File: src/hw/uart_pkg.sv
`default_nettype none

package uart_pkg;

  // Frame format, 8N1 only
  localparam int DATA_BITS     = 8;
  localparam int OVERSAMPLE    = 16;
  localparam int TICK_WIDTH    = $clog2(OVERSAMPLE);
  localparam int BIT_CNT_WIDTH = $clog2(DATA_BITS);

  localparam logic [TICK_WIDTH-1:0]    TICK_MID  = TICK_WIDTH'(OVERSAMPLE / 2 - 1);
  localparam logic [TICK_WIDTH-1:0]    TICK_LAST = TICK_WIDTH'(OVERSAMPLE - 1);
  localparam logic [BIT_CNT_WIDTH-1:0] BIT_LAST  = BIT_CNT_WIDTH'(DATA_BITS - 1);

  localparam int FIFO_DEPTH     = 8;
  localparam int FIFO_PTR_WIDTH = $clog2(FIFO_DEPTH);
  localparam int FIFO_CNT_WIDTH = FIFO_PTR_WIDTH + 1;

  localparam int DIV_WIDTH = 16;
  localparam logic [DIV_WIDTH-1:0] DIV_RESET = DIV_WIDTH'(1);

  // Register map
  localparam int ADDR_WIDTH = 4;
  localparam logic [ADDR_WIDTH-1:0] REG_TXDATA  = 4'h0;  // Write only
  localparam logic [ADDR_WIDTH-1:0] REG_RXDATA  = 4'h4;  // Read pops the RX FIFO
  localparam logic [ADDR_WIDTH-1:0] REG_STATUS  = 4'h8;  // Read clears sticky bits
  localparam logic [ADDR_WIDTH-1:0] REG_DIVISOR = 4'hC;

  localparam logic [1:0] RESP_OKAY   = 2'b00;
  localparam logic [1:0] RESP_SLVERR = 2'b10;

  // Shared by the receiver and the transmitter
  typedef enum logic [1:0] {ST_IDLE, ST_START, ST_DATA, ST_STOP} uart_state_t;

  typedef struct packed {
    logic                  valid;
    logic [ADDR_WIDTH-1:0] addr;
  } axil_aw_t;

  typedef struct packed {
    logic        valid;
    logic [31:0] data;
    logic [3:0]  strb;
  } axil_w_t;

  typedef struct packed {
    logic       valid;
    logic [1:0] resp;
  } axil_b_t;

  typedef struct packed {
    logic                  valid;
    logic [ADDR_WIDTH-1:0] addr;
  } axil_ar_t;

  typedef struct packed {
    logic        valid;
    logic [31:0] data;
    logic [1:0]  resp;
  } axil_r_t;

  // Bit 0 is rx_valid
  typedef struct packed {
    logic frame_err;
    logic rx_overrun;
    logic tx_busy;
    logic tx_full;
    logic rx_full;
    logic rx_valid;
  } uart_status_t;

endpackage

`default_nettype wire
File: src/hw/uart_top.sv
`timescale 1ns/1ps
`default_nettype none

module uart_top (
  input  logic               clk,
  input  logic               rst,
  input  uart_pkg::axil_aw_t aw,
  output logic               awready,
  input  uart_pkg::axil_w_t  w,
  output logic               wready,
  output uart_pkg::axil_b_t  b,
  input  logic               bready,
  input  uart_pkg::axil_ar_t ar,
  output logic               arready,
  output uart_pkg::axil_r_t  r,
  input  logic               rready,
  input  logic               rx,
  output logic               tx
);
  import uart_pkg::*;

  logic                 tick;
  logic [DIV_WIDTH-1:0] divisor;
  logic                 tx_push;
  logic [DATA_BITS-1:0] tx_push_data;
  logic                 tx_full;
  logic                 tx_empty;
  logic                 tx_pop;
  logic [DATA_BITS-1:0] tx_head;
  logic                 tx_ready;
  logic                 tx_active;
  logic                 rx_pop;
  logic [DATA_BITS-1:0] rx_pop_data;
  logic                 rx_empty;
  logic                 rx_full;
  logic                 rx_done;
  logic [DATA_BITS-1:0] rx_data;
  logic                 frame_err;

  assign tx_pop = !tx_empty && tx_ready;  // Transmitter takes the head when idle

  baud_tick_gen u_tick (.clk(clk), .rst(rst), .divisor(divisor), .tick(tick));

  uart_rx u_rx (
    .clk(clk), .rst(rst), .rx(rx), .tick(tick),
    .rx_done(rx_done), .rx_data(rx_data), .frame_err(frame_err)
  );

  uart_tx u_tx (
    .clk(clk), .rst(rst), .tick(tick),
    .tx_valid(!tx_empty), .tx_data(tx_head), .tx_ready(tx_ready),
    .tx(tx), .busy(tx_active)
  );

  // Receive side never stalls, a full FIFO drops the byte
  uart_fifo u_rx_fifo (
    .clk(clk), .rst(rst), .push(rx_done), .push_data(rx_data),
    .pop(rx_pop), .pop_data(rx_pop_data), .empty(rx_empty), .full(rx_full)
  );

  uart_fifo u_tx_fifo (
    .clk(clk), .rst(rst), .push(tx_push), .push_data(tx_push_data),
    .pop(tx_pop), .pop_data(tx_head), .empty(tx_empty), .full(tx_full)
  );

  uart_axil_regs u_regs (
    .clk(clk), .rst(rst),
    .aw(aw), .awready(awready), .w(w), .wready(wready), .b(b), .bready(bready),
    .ar(ar), .arready(arready), .r(r), .rready(rready),
    .tx_push(tx_push), .tx_push_data(tx_push_data), .tx_full(tx_full),
    .rx_pop(rx_pop), .rx_pop_data(rx_pop_data), .rx_empty(rx_empty),
    .rx_full(rx_full), .rx_done(rx_done), .frame_err_pulse(frame_err),
    .tx_busy(tx_active || !tx_empty), .divisor(divisor)
  );

endmodule

`default_nettype wire

File: src/hw/uart_axil_regs.sv
`timescale 1ns/1ps
`default_nettype none

module uart_axil_regs (
  input  logic                           clk,
  input  logic                           rst,
  input  uart_pkg::axil_aw_t             aw,
  output logic                           awready,
  input  uart_pkg::axil_w_t              w,
  output logic                           wready,
  output uart_pkg::axil_b_t              b,
  input  logic                           bready,
  input  uart_pkg::axil_ar_t             ar,
  output logic                           arready,
  output uart_pkg::axil_r_t              r,
  input  logic                           rready,
  output logic                           tx_push,
  output logic [uart_pkg::DATA_BITS-1:0] tx_push_data,
  input  logic                           tx_full,
  output logic                           rx_pop,
  input  logic [uart_pkg::DATA_BITS-1:0] rx_pop_data,
  input  logic                           rx_empty,
  input  logic                           rx_full,
  input  logic                           rx_done,
  input  logic                           frame_err_pulse,
  input  logic                           tx_busy,
  output logic [uart_pkg::DIV_WIDTH-1:0] divisor
);
  import uart_pkg::*;

  logic                 wr_accept;
  logic                 rd_accept;
  logic [1:0]           wr_resp;
  logic [1:0]           rd_resp;
  logic [31:0]          rd_data;
  logic                 status_rd;  // Status read accepted this cycle
  logic                 b_valid;
  logic [1:0]           b_resp;
  logic                 r_valid;
  logic [31:0]          r_data;
  logic [1:0]           r_resp;
  logic                 overrun_flag;
  logic                 frame_err_flag;
  logic [DIV_WIDTH-1:0] div_reg;
  uart_status_t         status;

  // Both write channels taken together, never under a pending response
  assign wr_accept = aw.valid && w.valid && !b_valid;
  assign awready   = wr_accept;
  assign wready    = wr_accept;
  assign rd_accept = ar.valid && !r_valid;
  assign arready   = rd_accept;

  assign status = '{frame_err:  frame_err_flag,
                    rx_overrun: overrun_flag,
                    tx_busy:    tx_busy,
                    tx_full:    tx_full,
                    rx_full:    rx_full,
                    rx_valid:   !rx_empty};

  always_comb
  begin
    wr_resp = RESP_SLVERR;  // Read-only and unmapped offsets
    tx_push = 1'b0;
    case (aw.addr)
      REG_TXDATA:
        if (!tx_full)
        begin
          wr_resp = RESP_OKAY;
          tx_push = wr_accept;
        end
      REG_DIVISOR:
        wr_resp = RESP_OKAY;
      default:
        wr_resp = RESP_SLVERR;
    endcase
  end

  assign tx_push_data = w.data[DATA_BITS-1:0];

  always_comb
  begin
    rd_data   = '0;
    rd_resp   = RESP_OKAY;
    rx_pop    = 1'b0;
    status_rd = 1'b0;
    case (ar.addr)
      REG_RXDATA:
      begin
        rx_pop = rd_accept && !rx_empty;
        if (!rx_empty)
          rd_data[DATA_BITS-1:0] = rx_pop_data;  // Zero when nothing waits
      end
      REG_STATUS:
      begin
        rd_data[$bits(uart_status_t)-1:0] = status;
        status_rd = rd_accept;
      end
      REG_DIVISOR:
        rd_data[DIV_WIDTH-1:0] = div_reg;
      default:
        rd_resp = RESP_SLVERR;
    endcase
  end

  always_ff @(posedge clk)
  begin
    if (rst)
      b_valid <= 1'b0;
    else if (wr_accept)
      b_valid <= 1'b1;
    else if (bready)
      b_valid <= 1'b0;
  end

  always_ff @(posedge clk)
  begin
    if (wr_accept)
      b_resp <= wr_resp;
  end

  always_ff @(posedge clk)
  begin
    if (rst)
      r_valid <= 1'b0;
    else if (rd_accept)
      r_valid <= 1'b1;
    else if (rready)
      r_valid <= 1'b0;
  end

  always_ff @(posedge clk)
  begin
    if (rd_accept)
    begin
      r_data <= rd_data;
      r_resp <= rd_resp;
    end
  end

  // Byte lanes of the divisor follow the write strobes
  always_ff @(posedge clk)
  begin
    if (rst)
      div_reg <= DIV_RESET;
    else if (wr_accept && aw.addr == REG_DIVISOR)
    begin
      for (int i = 0; i < DIV_WIDTH / 8; i++)
      begin
        if (w.strb[i])
          div_reg[i*8 +: 8] <= w.data[i*8 +: 8];
      end
    end
  end

  // Sticky flags; a new event in the clearing cycle survives
  always_ff @(posedge clk)
  begin
    if (rst)
    begin
      overrun_flag   <= 1'b0;
      frame_err_flag <= 1'b0;
    end
    else
    begin
      overrun_flag   <= (overrun_flag && !status_rd) || (rx_done && rx_full);
      frame_err_flag <= (frame_err_flag && !status_rd) || frame_err_pulse;
    end
  end

  assign b       = '{valid: b_valid, resp: b_resp};
  assign r       = '{valid: r_valid, data: r_data, resp: r_resp};
  assign divisor = div_reg;

endmodule

`default_nettype wire

File: src/hw/uart_fifo.sv
`timescale 1ns/1ps
`default_nettype none

module uart_fifo (
  input  logic                           clk,
  input  logic                           rst,
  input  logic                           push,
  input  logic [uart_pkg::DATA_BITS-1:0] push_data,
  input  logic                           pop,
  output logic [uart_pkg::DATA_BITS-1:0] pop_data,
  output logic                           empty,
  output logic                           full
);
  import uart_pkg::*;

  logic [DATA_BITS-1:0]      mem [FIFO_DEPTH];
  logic [FIFO_PTR_WIDTH-1:0] wr_ptr;
  logic [FIFO_PTR_WIDTH-1:0] rd_ptr;
  logic [FIFO_CNT_WIDTH-1:0] count;
  logic                      do_push;
  logic                      do_pop;

  assign do_push = push && !full;   // Dropped when full
  assign do_pop  = pop && !empty;

  always_ff @(posedge clk)
  begin
    if (do_push)
      mem[wr_ptr] <= push_data;
  end

  always_ff @(posedge clk)
  begin
    if (rst)
    begin
      wr_ptr <= '0;
      rd_ptr <= '0;
      count  <= '0;
    end
    else
    begin
      if (do_push)
        wr_ptr <= wr_ptr + 1'b1;  // Depth is a power of two, wraps freely
      if (do_pop)
        rd_ptr <= rd_ptr + 1'b1;
      case ({do_push, do_pop})
        2'b10:   count <= count + 1'b1;
        2'b01:   count <= count - 1'b1;
        default: count <= count;
      endcase
    end
  end

  assign pop_data = mem[rd_ptr];  // Head entry
  assign empty    = (count == '0);
  assign full     = (count == FIFO_CNT_WIDTH'(FIFO_DEPTH));

endmodule

`default_nettype wire

File: src/hw/uart_tx.sv
`timescale 1ns/1ps
`default_nettype none

module uart_tx (
  input  logic                           clk,
  input  logic                           rst,
  input  logic                           tick,
  input  logic                           tx_valid,
  input  logic [uart_pkg::DATA_BITS-1:0] tx_data,
  output logic                           tx_ready,
  output logic                           tx,
  output logic                           busy
);
  import uart_pkg::*;

  uart_state_t              state_reg, state_next;
  logic [TICK_WIDTH-1:0]    s_reg, s_next;
  logic [BIT_CNT_WIDTH-1:0] n_reg, n_next;
  logic [DATA_BITS-1:0]     b_reg, b_next;  // Remaining bits, LSB goes next
  logic                     tx_reg, tx_next;
  logic                     loaded_reg, loaded_next;  // Byte held until the next tick

  always_ff @(posedge clk)
  begin
    if (rst)
    begin
      state_reg  <= ST_IDLE;
      s_reg      <= '0;
      n_reg      <= '0;
      tx_reg     <= 1'b1;
      loaded_reg <= 1'b0;
    end
    else
    begin
      state_reg  <= state_next;
      s_reg      <= s_next;
      n_reg      <= n_next;
      tx_reg     <= tx_next;
      loaded_reg <= loaded_next;
    end
  end

  always_ff @(posedge clk)
    b_reg <= b_next;

  always_comb
  begin
    state_next  = state_reg;
    s_next      = s_reg;
    n_next      = n_reg;
    b_next      = b_reg;
    tx_next     = tx_reg;
    loaded_next = loaded_reg;

    case (state_reg)
      ST_IDLE:
      begin
        tx_next = 1'b1;
        if (tx_valid && tx_ready)
        begin
          b_next      = tx_data;
          loaded_next = 1'b1;
        end
        // Start bit begins on a tick so every bit is a full 16 ticks
        if (tick && loaded_reg)
        begin
          state_next  = ST_START;
          s_next      = '0;
          tx_next     = 1'b0;
          loaded_next = 1'b0;
        end
      end
      ST_START:
        if (tick)
        begin
          if (s_reg == TICK_LAST)
          begin
            state_next = ST_DATA;
            s_next     = '0;
            n_next     = '0;
            tx_next    = b_reg[0];
          end
          else
            s_next = s_reg + 1'b1;
        end
      ST_DATA:
        if (tick)
        begin
          if (s_reg == TICK_LAST)
          begin
            s_next = '0;
            if (n_reg == BIT_LAST)
            begin
              state_next = ST_STOP;
              tx_next    = 1'b1;
            end
            else
            begin
              n_next  = n_reg + 1'b1;
              b_next  = b_reg >> 1;
              tx_next = b_reg[1];
            end
          end
          else
            s_next = s_reg + 1'b1;
        end
      ST_STOP:
        if (tick)
        begin
          if (s_reg == TICK_LAST)
            state_next = ST_IDLE;
          else
            s_next = s_reg + 1'b1;
        end
      default:
        state_next = ST_IDLE;
    endcase
  end

  assign tx_ready = (state_reg == ST_IDLE) && !loaded_reg;
  assign busy     = (state_reg != ST_IDLE) || loaded_reg;
  assign tx       = tx_reg;

endmodule

`default_nettype wire

File: src/hw/uart_rx.sv
`timescale 1ns/1ps
`default_nettype none

module uart_rx (
  input  logic                           clk,
  input  logic                           rst,
  input  logic                           rx,
  input  logic                           tick,
  output logic                           rx_done,
  output logic [uart_pkg::DATA_BITS-1:0] rx_data,
  output logic                           frame_err
);
  import uart_pkg::*;

  uart_state_t              state_reg, state_next;
  logic [TICK_WIDTH-1:0]    s_reg, s_next;  // Ticks into the current bit
  logic [BIT_CNT_WIDTH-1:0] n_reg, n_next;  // Data bits taken
  logic [DATA_BITS-1:0]     b_reg, b_next;  // Byte being assembled
  logic [1:0]               rx_sync;
  logic                     rx_s;

  // Two-flop synchronizer on the pin, idle level is high
  always_ff @(posedge clk)
  begin
    if (rst)
      rx_sync <= 2'b11;
    else
      rx_sync <= {rx_sync[0], rx};
  end

  assign rx_s = rx_sync[1];

  always_ff @(posedge clk)
  begin
    if (rst)
    begin
      state_reg <= ST_IDLE;
      s_reg     <= '0;
      n_reg     <= '0;
    end
    else
    begin
      state_reg <= state_next;
      s_reg     <= s_next;
      n_reg     <= n_next;
    end
  end

  always_ff @(posedge clk)
    b_reg <= b_next;

  always_comb
  begin
    state_next = state_reg;
    s_next     = s_reg;
    n_next     = n_reg;
    b_next     = b_reg;
    rx_done    = 1'b0;
    frame_err  = 1'b0;

    case (state_reg)
      ST_IDLE:
        if (!rx_s)
        begin
          state_next = ST_START;
          s_next     = '0;
        end
      ST_START:
        if (tick)
        begin
          if (s_reg == TICK_MID)
          begin
            // High at the centre means a glitch, not a start bit
            state_next = rx_s ? ST_IDLE : ST_DATA;
            s_next     = '0;
            n_next     = '0;
          end
          else
            s_next = s_reg + 1'b1;
        end
      ST_DATA:
        if (tick)
        begin
          if (s_reg == TICK_LAST)
          begin
            s_next = '0;
            b_next = {rx_s, b_reg[DATA_BITS-1:1]};  // LSB first
            if (n_reg == BIT_LAST)
              state_next = ST_STOP;
            else
              n_next = n_reg + 1'b1;
          end
          else
            s_next = s_reg + 1'b1;
        end
      ST_STOP:
        if (tick)
        begin
          if (s_reg == TICK_LAST)
          begin
            state_next = ST_IDLE;
            rx_done    = 1'b1;
            frame_err  = !rx_s;  // Byte still delivered
          end
          else
            s_next = s_reg + 1'b1;
        end
      default:
        state_next = ST_IDLE;
    endcase
  end

  assign rx_data = b_reg;

endmodule

`default_nettype wire

File: src/hw/baud_tick_gen.sv
`timescale 1ns/1ps
`default_nettype none

module baud_tick_gen (
  input  logic                           clk,
  input  logic                           rst,
  input  logic [uart_pkg::DIV_WIDTH-1:0] divisor,
  output logic                           tick
);
  import uart_pkg::*;

  logic [DIV_WIDTH-1:0] count;  // Clocks left before the next tick

  always_ff @(posedge clk)
  begin
    if (rst)
    begin
      count <= '0;
      tick  <= 1'b0;
    end
    else if (count == '0)
    begin
      count <= divisor;  // Divisor changes land here
      tick  <= 1'b1;
    end
    else
    begin
      count <= count - 1'b1;
      tick  <= 1'b0;
    end
  end

endmodule

`default_nettype wire

File: config.mk
export PLATFORM = sky130hd
export DESIGN_NAME = uart_top
export DESIGN_NICKNAME = d
export VERILOG_FILES = /design/src/hw/uart_pkg.sv /design/src/hw/uart_top.sv /design/src/hw/uart_axil_regs.sv /design/src/hw/uart_fifo.sv /design/src/hw/uart_tx.sv /design/src/hw/uart_rx.sv /design/src/hw/baud_tick_gen.sv
export SDC_FILE = /design/constraint.sdc
export NUM_CORES = 1
export LEC_CHECK = 0
export BUFFER_PORTS_ARGS = -buffer_cell sky130_fd_sc_hd__buf_2
export CAP_MARGIN = 20
export CORE_UTILIZATION = 47
export CTS_BUF_LIST = sky130_fd_sc_hd__clkbuf_16
export CTS_CLUSTER_SIZE = 40
export DETAILED_ROUTE_END_ITERATION = 16
export GPL_TIMING_DRIVEN = 0
export PLACE_DENSITY = 0.76
export SLEW_MARGIN = 0
export SYNTH_ARGS = -nofsm -noshare
export SYNTH_HDL_FRONTEND = slang
export SYNTH_SLANG_ARGS = --single-unit
File: constraint.sdc
create_clock -name clk -period 2.95 [get_ports clk]
set_input_delay 0.1475 -clock clk [delete_from_list [all_inputs] [get_ports clk]]
set_output_delay 0.1475 -clock clk [all_outputs]
set_load 0.005 [all_outputs]
==> results of run 1 <==
## report_power, final
group          internal (mW)  switching, mW  total (mW)  leakage, nW
clock                   1.78           1.30        3.08        0.415
sequential              3.93          0.200        4.13         2.16
combinational          0.840           1.00        1.84         2.05
total                   6.55           2.50        9.05         4.63
## stage by stage
step	setup slack [ns]	utilization, %	instance area, µm²
2_1_floorplan	0.371	-	10500
3_3_place_gp	-0.327	51.2	11200
3_5_place_dp	-0.228	51.4	11200
4_1_cts	0.173	56.4	12300
5_1_grt	-0.0122	56.5	12300
6_report	0.176	56.5	12300
## timing repair
action	in CTS	in global routing
hold endpoints to repair	77	0
gates resized for setup	5	1
setup endpoints to repair	19	5
buffers inserted	2	4
pin swaps	1	1
hold buffers	22	0
## per-layer routing
| layer | GRT usage, % | wire [µm] | vias up |
|---|---|---|---|
| li1 | - | - | 3135 |
| met1 | 25.3 | 9140 | 3258 |
| met2 | 32.6 | 10800 | 164 |
| met3 | 2.56 | 1150 | 25 |
| met4 | 4.75 | 276 | 0 |
| met5 | 0 | 0 | - |
## worst max-delay path, cell delays in order, from the launching register on
cell	delay (ns)
dfxtp_1	0.31
buf_6	0.13
nor4b_2	0.61
nor3_4	0.12
inv_1	0.25
ha_1	0.32
xor2_1	0.10
ha_1	0.18
a21oi_1	0.15
xor2_1	0.10
or3_1	0.30
a21oi_1	0.13
## kinds of logic after synthesis
kind of cell | after synthesis | synth area share [%]
multiplexers | 71 | 10.6
AO/OA/AOI/OAI | 101 | 6.25
adder cells (fa/ha/maj) | 23 | 2.75
flip-flops | 247 | 62.7
other | 1 | 0.0358
buffers and inverters | 70 | 3.63
AND/OR/NAND/NOR | 235 | 12.1
XOR/XNOR | 23 | 1.92
## cell usage after synthesis (15+ instances only)
cell,count,area [µm²]
inv_1,17,63.8
a21oi_1,26,130
dfxtp_1,85,1700
mux4_2,32,721
o21ai_0,28,140
nand2_1,45,169
buf_4,22,165
edfxtp_1,162,4860
ha_1,23,288
xor2_1,15,131
nor2_1,81,304
mux2i_1,37,370
## cell type report
type	instances	area [µm²]	area share, %
Timing Repair Buffer	92	596	4.83
Multi-Input combinational cell	471	3630	29.4
Inverter	17	63.8	0.517
Tap cell	280	350	2.84
Sequential cell	247	6570	53.2
Buffer	53	317	2.57
Clock buffer	26	651	5.27
Clock inverter	22	164	1.33
## worst min path at each step
stage	startpoint	end	depth (start not counted)	slack (ns)
2_1_floorplan	w[4]	u_tx_fifo.mem[0][0]$_DFFE_PP_	0	0.25
6_report	aw[2]	u_regs.b_resp[1]$_DFFE_PN_	3	0.01
4_1_cts	aw[2]	u_regs.b_resp[1]$_DFFE_PN_	3	0.01
3_3_place_gp	rready	u_regs.r_valid$_SDFFE_PP0P_	2	0.33
3_5_place_dp	rx	u_rx.rx_sync[0]$_SDFF_PP1_	2	0.34
5_1_grt	aw[3]	u_regs.b_resp[1]$_DFFE_PN_	3	0.08
==> flow_metrics.env, run 1 <==
export IMPL_vdd_ir_drop_max_mv=0.439
export IMPL_fill_cells=1731
export IMPL_port_buffers=56
export IMPL_cts_buffers_inserted=26
export IMPL_ys_ff_latch=247
export IMPL_critical_path_endpoint="u_rx_fifo.count[2]$_SDFFE_PP0P_"
export IMPL_layout_drive_gt1_share_pct=22.1
export IMPL_p_per_area_mw_per_mm2=734
export IMPL_arrival_ns=3.24
export IMPL_finalSetupTns_ns=0
export IMPL_cts_tree="built"
export IMPL_setup_viol=0
export IMPL_clock_path_buffers=3
export IMPL_p_leak_nw=4.63
export IMPL_finalNonFillerCells=1208
export IMPL_grt_pass1_wl_um=33300
export IMPL_vias_per_cell=5.45
export IMPL_num_vias=6582
export IMPL_start_kind="flop"
export IMPL_rr_worst_depth=11
export IMPL_drtIter0Drc=454
export IMPL_gp_routability_congestion=0.804
export IMPL_finalCritPeriodShare_pct=94.0
export IMPL_tightest_slew_ns=0.861
export IMPL_finalMaxSlewViolations=0
export IMPL_post_route_drc_count=0
export IMPL_final_cell_mix="162 x edfxtp_1, 85 x dfxtp_1, 81 x nor2_1, 70 x buf_2, 45 x nand2_1"
export IMPL_ios=94
export IMPL_status="completed"
export IMPL_synth_cell_types=66
export IMPL_ys_flop_type="edfxtp_1"
export IMPL_maxCapViolations=0
export IMPL_finalCriticalPeriod_ns=2.77
export IMPL_largestRegisters="u_rx_fifo.mem: 64 flops, u_tx_fifo.mem: 64 flops"
export IMPL_hold_path_class="in2reg"
export IMPL_diodes=0
export IMPL_synthCells=771
export IMPL_path_max_fanout=8
export IMPL_r2r_end="u_rx_fifo.count[2]$_SDFFE_PP0P_"
export IMPL_required_ns=3.41
export IMPL_path_clk_slew_ns=0.06
export IMPL_syn_area_mm2=0.0105
export IMPL_r2r_slack_ns=0.18
export IMPL_syn_area_per_cell_um2=13.6
export IMPL_cts_sink_count=247
export IMPL_routed_wl_um=21300
export IMPL_die_width_um=151
export IMPL_r2r_start="u_rx_fifo.count[1]$_SDFFE_PP0P_"
export IMPL_finalClockSkew_ns=0.0178
export IMPL_grt_remaining_overflow=0
export IMPL_total_power_mw=9.05
export IMPL_max_slew_margin_pct=41.8
export IMPL_h_tree_depth=1
export IMPL_worst_setup_path_startpoint="u_rx_fifo.count[1]$_SDFFE_PP0P_"
export IMPL_ant_nets=0
export IMPL_start_util_pct=48.0
export IMPL_finalHoldViolCount=0
export IMPL_placedCellCount=1132
export IMPL_cts_root_buffer="clkbuf_16"
export IMPL_holdWs_ns=0.0142
export IMPL_synth_edf_count=162
export IMPL_dr_pass1_iters=6
export IMPL_dpl_hpwl_um=14600
export IMPL_grtUsageTotal_pct=19.0
export IMPL_timing_fmax_mhz=361
export IMPL_synth_warnings=0
export IMPL_fin_nets=983
export IMPL_insertion_delay_ns=0.53
export IMPL_wire_per_inst_um=17.6
export IMPL_final_common_cell="edfxtp_1"
export IMPL_die_area_mm2=0.0229
export IMPL_grt_max_degree=22
export IMPL_die_h_um=151
export IMPL_core_area_mm2=0.0218
export IMPL_rows=54
export IMPL_synthArstFlopShare_pct=0
export IMPL_syn_to_final_growth_pct=17.8
export IMPL_grt_pass1_vias=6339
export IMPL_crit_type="reg2reg"
export IMPL_ys_seq_area_share_pct=62.7
export IMPL_critPathCaptureType="flop"
export IMPL_antenna_found_initial=0
No activity file was read; power rests on OpenSTA's default activity.
==> run 2: changes to the inputs <==
PLACE_DENSITY = 0.73   (was 0.76)
clock period = 3.05 ns   (was 2.95 ns; I/O delays follow)
==> flow_metrics.env, run 2 (synthesis results as in run 1) <==
export IMPL_worstHoldPathCells=3
export IMPL_critPathCaptureType="flop"
export IMPL_finalCritPeriodShare_pct=91.6
export IMPL_r2r_slack_ns=0.26
export IMPL_cts_buffers_inserted=26
export IMPL_status="completed"
export IMPL_vdd_ir_drop_max_mv=0.514
export IMPL_r2r_start="u_rx.s_reg[0]$_SDFFE_PP0P_"
export IMPL_fin_nets=980
export IMPL_routed_wl_um=21600
export IMPL_rsz0062_at_grt="false"
export IMPL_wl_met2_um=10600
export IMPL_largestRegisters="u_rx_fifo.mem: 64 flops, u_tx_fifo.mem: 64 flops"
export IMPL_h_tree_depth=1
export IMPL_tightest_slew_ns=0.987
export IMPL_start_util_pct=48.0
export IMPL_p_leak_nw=4.62
export IMPL_core_area_mm2=0.0218
export IMPL_num_vias=6578
export IMPL_syn_to_final_growth_pct=18.1
export IMPL_dr_pass1_iters=6
export IMPL_grtUsageTotal_pct=19.7
export IMPL_vias_per_cell=5.46
export IMPL_finalHoldViolCount=0
export IMPL_finalNonFillerCells=1205
export IMPL_dpl_cell_area_mm2=0.0112
export IMPL_met3_length_um=1110
export IMPL_start_kind="flop"
export IMPL_finalSetupTns_ns=0
export IMPL_insertion_delay_ns=0.53
export IMPL_finalClockSkew_ns=0.0240
export IMPL_crit_path_frequent_cell="ha_1"
export IMPL_layout_drive_gt1_share_pct=21.9
export IMPL_path_cells="ha_1 > nand4_1 > nor3_2 > inv_1 > ha_1 > xor2_1 > ha_1 > a21oi_1 > xor2_1 > or3_1 > a21oi_1"
export IMPL_grt_pass1_wl_um=34300
export IMPL_hold_path_class="in2reg"
export IMPL_p_per_area_mw_per_mm2=722
export IMPL_arrival_ns=3.25
export IMPL_ios=94
export IMPL_multi_input_area_mm2=0.00361
export IMPL_drtIter0Drc=577
export IMPL_cpPeakStageDelay_ns=0.37
export IMPL_cts_sink_count=247
export IMPL_grt_pass1_vias=6501
export IMPL_die_h_um=151
export IMPL_min_from="aw[3]"
export IMPL_dpl_hpwl_um=14900
export IMPL_setup_viol=0
export IMPL_die_area_mm2=0.0229
export IMPL_grt_remaining_overflow=0
export IMPL_cts_tree="built"
export IMPL_rr_worst_depth=11
export IMPL_ant_nets=0
export IMPL_post_route_drc_count=0
export IMPL_maxCapViolations=0
export IMPL_gp_routability_congestion=0.859
export IMPL_rows=54
export IMPL_cp_slowest_cell="dfxtp_1"
export IMPL_clock_path_buffers=3
export IMPL_final_cell_mix="162 x edfxtp_1, 85 x dfxtp_1, 81 x nor2_1, 69 x buf_2, 45 x nand2_1"
export IMPL_timing_fmax_mhz=358
export IMPL_placedCellCount=1133
export IMPL_finalMaxSlewViolations=0
export IMPL_r2r_end="u_rx_fifo.count[2]$_SDFFE_PP0P_"
export IMPL_path_max_fanout=7
export IMPL_finalCriticalPeriod_ns=2.79
export IMPL_port_buffers=56
export IMPL_whs_endpoint="u_regs.b_resp[1]$_DFFE_PN_"
export IMPL_cts_root_buffer="clkbuf_16"
export IMPL_top_layer_used="met4"
export IMPL_max_slew_margin_pct=33.2
export IMPL_wire_per_inst_um=17.9
export IMPL_seq_area_mm2=0.00657
export IMPL_met1Wirelength_um=9190
export IMPL_crit_type="reg2reg"
export IMPL_holdWs_ns=0.0624
export IMPL_total_power_mw=8.92
export IMPL_grt_max_degree=14
export IMPL_antenna_found_initial=1
export IMPL_final_common_cell="edfxtp_1"
export IMPL_fill_cells=1690
export IMPL_fin_area_mm2=0.0124
export IMPL_die_width_um=151
export IMPL_path_clk_slew_ns=0.06
export IMPL_required_ns=3.51
run 2: changes by cell type in the layout (fill, tap and decap cells not counted), moves of 2 or more:
cell        previous run  this run
bufinv_16              2         4
clkinvlp_4             2         0
inv_1                 24        21
buf_4                 32        28
run 2: timing repair:
| item | in CTS | in global routing |
|---|---|---|
| setup buffers | 0 | 2 |
| hold endpoints to repair | 75 | 0 |
| resized for setup | 0 | 3 |
| hold buffers | 22 | 0 |
| setup endpoints to repair | 0 | 16 |
run 2: final cells by class:
type,instances,area share (%)
Multi-Input combinational cell,471,29.2
Clock buffer,27,5.46
Tap cell,280,2.83
Timing Repair Buffer,89,4.75
Inverter,17,0.516
Clock inverter,20,1.54
Buffer,53,2.56
Antenna cell,1,0.0202
Sequential cell,247,53.1
run 2: where the power goes:
part	internal, mW	switching (mW)
Clock	1.93	1.24
Sequential	3.80	0.193
Combinational	0.812	0.947
Total	6.54	2.38
run 2: worst max path at each step:
stage          slack, ns                            start                               to
3_5_place_dp        0.08       u_rx.s_reg[0]$_SDFFE_PP0P_  u_rx_fifo.count[2]$_SDFFE_PP0P_
6_report            0.26       u_rx.s_reg[0]$_SDFFE_PP0P_  u_rx_fifo.count[2]$_SDFFE_PP0P_
2_1_floorplan       0.09      u_regs.r_valid$_SDFFE_PP0P_  u_rx_fifo.count[2]$_SDFFE_PP0P_
3_3_place_gp       -0.57      u_regs.r_valid$_SDFFE_PP0P_  u_rx_fifo.count[2]$_SDFFE_PP0P_
4_1_cts             0.06  u_rx_fifo.count[1]$_SDFFE_PP0P_  u_rx_fifo.count[2]$_SDFFE_PP0P_
5_1_grt             0.01       u_rx.s_reg[0]$_SDFFE_PP0P_  u_rx_fifo.count[2]$_SDFFE_PP0P_
run 2: worst max-delay path, delay by kind of cell (launching register included):
| family | cells | cell delay (ns) |
|---|---|---|
| buffers and inverters | 1 | 0.21 |
| AOI/OAI and AO/OA | 2 | 0.29 |
| adders and majority gates | 3 | 0.72 |
| and+or+nand+nor | 3 | 0.89 |
| xor gates and xnor gates | 2 | 0.26 |
| DFF | 1 | 0.37 |
run 2: metal layers:
metal  vias up  track usage, %
met1      3231            26.4
met3        45            2.95
met5         -               0
met2       176            32.2
li1       3126               -
met4         0            7.50
run 2: per-stage QoR:
step	utilization, %	setup slack, ns
2_1_floorplan	-	0.0907
3_3_place_gp	51.2	-0.569
3_5_place_dp	51.5	0.0832
4_1_cts	56.5	0.0609
5_1_grt	56.7	0.0109
6_report	56.7	0.257
==> run 3: changes to the inputs <==
CORE_UTILIZATION = 40   (was 47)
PLACE_DENSITY = 0.65   (was 0.73)
==> flow_metrics.env, run 3 (synthesis results as in run 1) <==
export IMPL_status="completed"
export IMPL_path_clk_slew_ns=0.06
export IMPL_num_vias=6435
export IMPL_routed_wl_um=21700
export IMPL_crit_type="reg2reg"
export IMPL_crit_family="simple AND/OR/NAND/NOR gates"
export IMPL_port_buffers=56
export IMPL_fin_nets=977
export IMPL_finalHoldViolCount=0
export IMPL_largestRegisters="u_rx_fifo.mem: 64 flops, u_tx_fifo.mem: 64 flops"
export IMPL_path_cells="buf_2 > nor4b_2 > clkdlybuf4s15_2 > nand4b_1 > ha_1 > xor2_1 > ha_1 > a21oi_1 > xor2_1 > or3_1 > a21oi_1"
export IMPL_ant_nets=0
export IMPL_gp_routability_congestion=0.783
export IMPL_hold_path_class="in2reg"
export IMPL_drtIter0Drc=469
export IMPL_p_leak_nw=4.60
export IMPL_maxCapViolations=0
export IMPL_required_ns=3.48
export IMPL_core_area_mm2=0.0254
export IMPL_cts_buffers_inserted=25
export IMPL_finalClockSkew_ns=0.00836
export IMPL_p_per_area_mw_per_mm2=717
export IMPL_finalMaxSlewViolations=0
export IMPL_max_slew_margin_pct=32.0
export IMPL_diodes=0
export IMPL_fill_cells=2198
export IMPL_clock_path_buffers=3
export IMPL_cts_root_buffer="clkbuf_16"
export IMPL_tightest_slew_ns=1.01
export IMPL_layout_drive_gt1_share_pct=22.0
export IMPL_timing_fmax_mhz=341
export IMPL_final_common_cell="edfxtp_1"
export IMPL_critPathCaptureType="flop"
export IMPL_rows=58
export IMPL_arrival_ns=3.37
export IMPL_dpl_cell_area_mm2=0.0113
export IMPL_ios=94
export IMPL_grt_remaining_overflow=0
export IMPL_p_clk_share_pct=35.2
export IMPL_wire_per_inst_um=17.4
export IMPL_crit_buf_inv=2
export IMPL_finalSetupTns_ns=0
export IMPL_dr_pass1_iters=5
export IMPL_fin_area_mm2=0.0124
export IMPL_setup_viol=0
export IMPL_holdWs_ns=0.0901
export IMPL_syn_to_final_growth_pct=18.6
export IMPL_cpPeakStageDelay_ns=0.47
export IMPL_power_switching_mw=2.38
export IMPL_grtUsageTotal_pct=16.3
export IMPL_cts_sink_count=247
export IMPL_insertion_delay_ns=0.51
export IMPL_h_tree_depth=1
export IMPL_cp_slowest_cell="nor4b_2"
export IMPL_die_h_um=164
export IMPL_finalCriticalPeriod_ns=2.94
export IMPL_start_kind="flop"
export IMPL_die_width_um=164
export IMPL_combPwrFrac_pct=20.0
export IMPL_path_max_fanout=9
export IMPL_intPower_mw=6.52
export IMPL_grt_max_degree=15
export IMPL_vdd_ir_drop_max_mv=0.478
export IMPL_final_cell_mix="162 x edfxtp_1, 85 x dfxtp_1, 81 x nor2_1, 66 x buf_2, 45 x nand2_1"
export IMPL_die_area_mm2=0.0268
export IMPL_grt_pass1_vias=6218
export IMPL_finalCritPeriodShare_pct=96.3
export IMPL_dpl_hpwl_um=14800
export IMPL_post_route_drc_count=0
export IMPL_start_util_pct=41.2
export IMPL_antenna_found_initial=0
export IMPL_power_share_sequential_pct=44.9
export IMPL_rsz0062_at_grt="false"
export IMPL_switching_share_pct=26.7
export IMPL_vias_per_cell=5.15
export IMPL_cts_tree="built"
export IMPL_grt_pass1_wl_um=33600
[run 3: worst register-to-register path: cells and delay by family, from the launching register on]
kind / cells / cell delay, ns
fa+ha+maj: 2 / 0.50
simple gates: 3 / 1.07
buf+inv: 2 / 0.50
xor+xnor: 2 / 0.32
compound gates: 2 / 0.18
flops: 1 / 0.29
[run 3: cell type report]
type / count / area, µm² / area share [%]
buffer: 53 / 317 / 2.55
multi-input combinational: 471 / 3640 / 29.3
tap: 330 / 413 / 3.32
inverter: 17 / 63.8 / 0.514
sequential: 247 / 6570 / 52.9
clock buffer: 25 / 626 / 5.04
timing repair buffer: 87 / 578 / 4.65
clock inverter: 20 / 216 / 1.74
[run 3: repair_timing]
item                                    4_1_cts  5_1_grt
pin swaps                                     1        0
endpoints found under the setup margin        9        6
setup buffers                                 2        1
hold buffers                                 20        0
resized for setup                             2        3
endpoints found under the hold margin        75        0
[run 3: power groups by stage]
| stage | clock network (mW) | registers, mW | logic, mW |
|---|---|---|---|
| finish | 3.13 | 3.99 | 1.78 |
| global route | 3.30 | 4.02 | 1.96 |
| CTS | 3.18 | 3.99 | 1.79 |
| detailed placement | 0 | 4.06 | 1.75 |
| global placement | 0 | 4.05 | 1.72 |
| floorplan | 0 | 4.02 | 1.37 |
[run 3: final timing paths]
kind	from	endpoint	slack, ns	cells past startpoint
worst min-delay path	aw[0]	u_regs.b_resp[1]$_DFFE_PN_	0.09	3
worst min register to register	u_rx.rx_sync[0]$_SDFF_PP1_	u_rx.rx_sync[1]$_SDFF_PP1_	0.41	1
worst max-delay path	u_tx_fifo.count[1]$_SDFFE_PP0P_	u_tx_fifo.count[2]$_SDFFE_PP0P_	0.11	11
worst max register to register	u_tx_fifo.count[1]$_SDFFE_PP0P_	u_tx_fifo.count[2]$_SDFFE_PP0P_	0.11	11
[run 3: layer usage]
layer,global-route usage (%),up-vias,wire (µm)
met3,2.68,26,990
met2,28.2,130,10700
li1,-,3119,-
met4,3.70,0,350
met5,0,-,0
met1,21.3,3160,9640
[run 3: metrics by stage]
stage | util, % | cells | worst slack [ns] | power, mW
6_report | 48.9 | 1250 | 0.114 | 8.90
4_1_cts | 48.8 | 1249 | 0.0270 | 8.96
5_1_grt | 48.9 | 1250 | 0.0302 | 9.29
2_1_floorplan | - | 788 | 0.0907 | 5.39
3_3_place_gp | 44.2 | 1174 | -0.585 | 5.77
3_5_place_dp | 44.6 | 1182 | -0.179 | 5.81
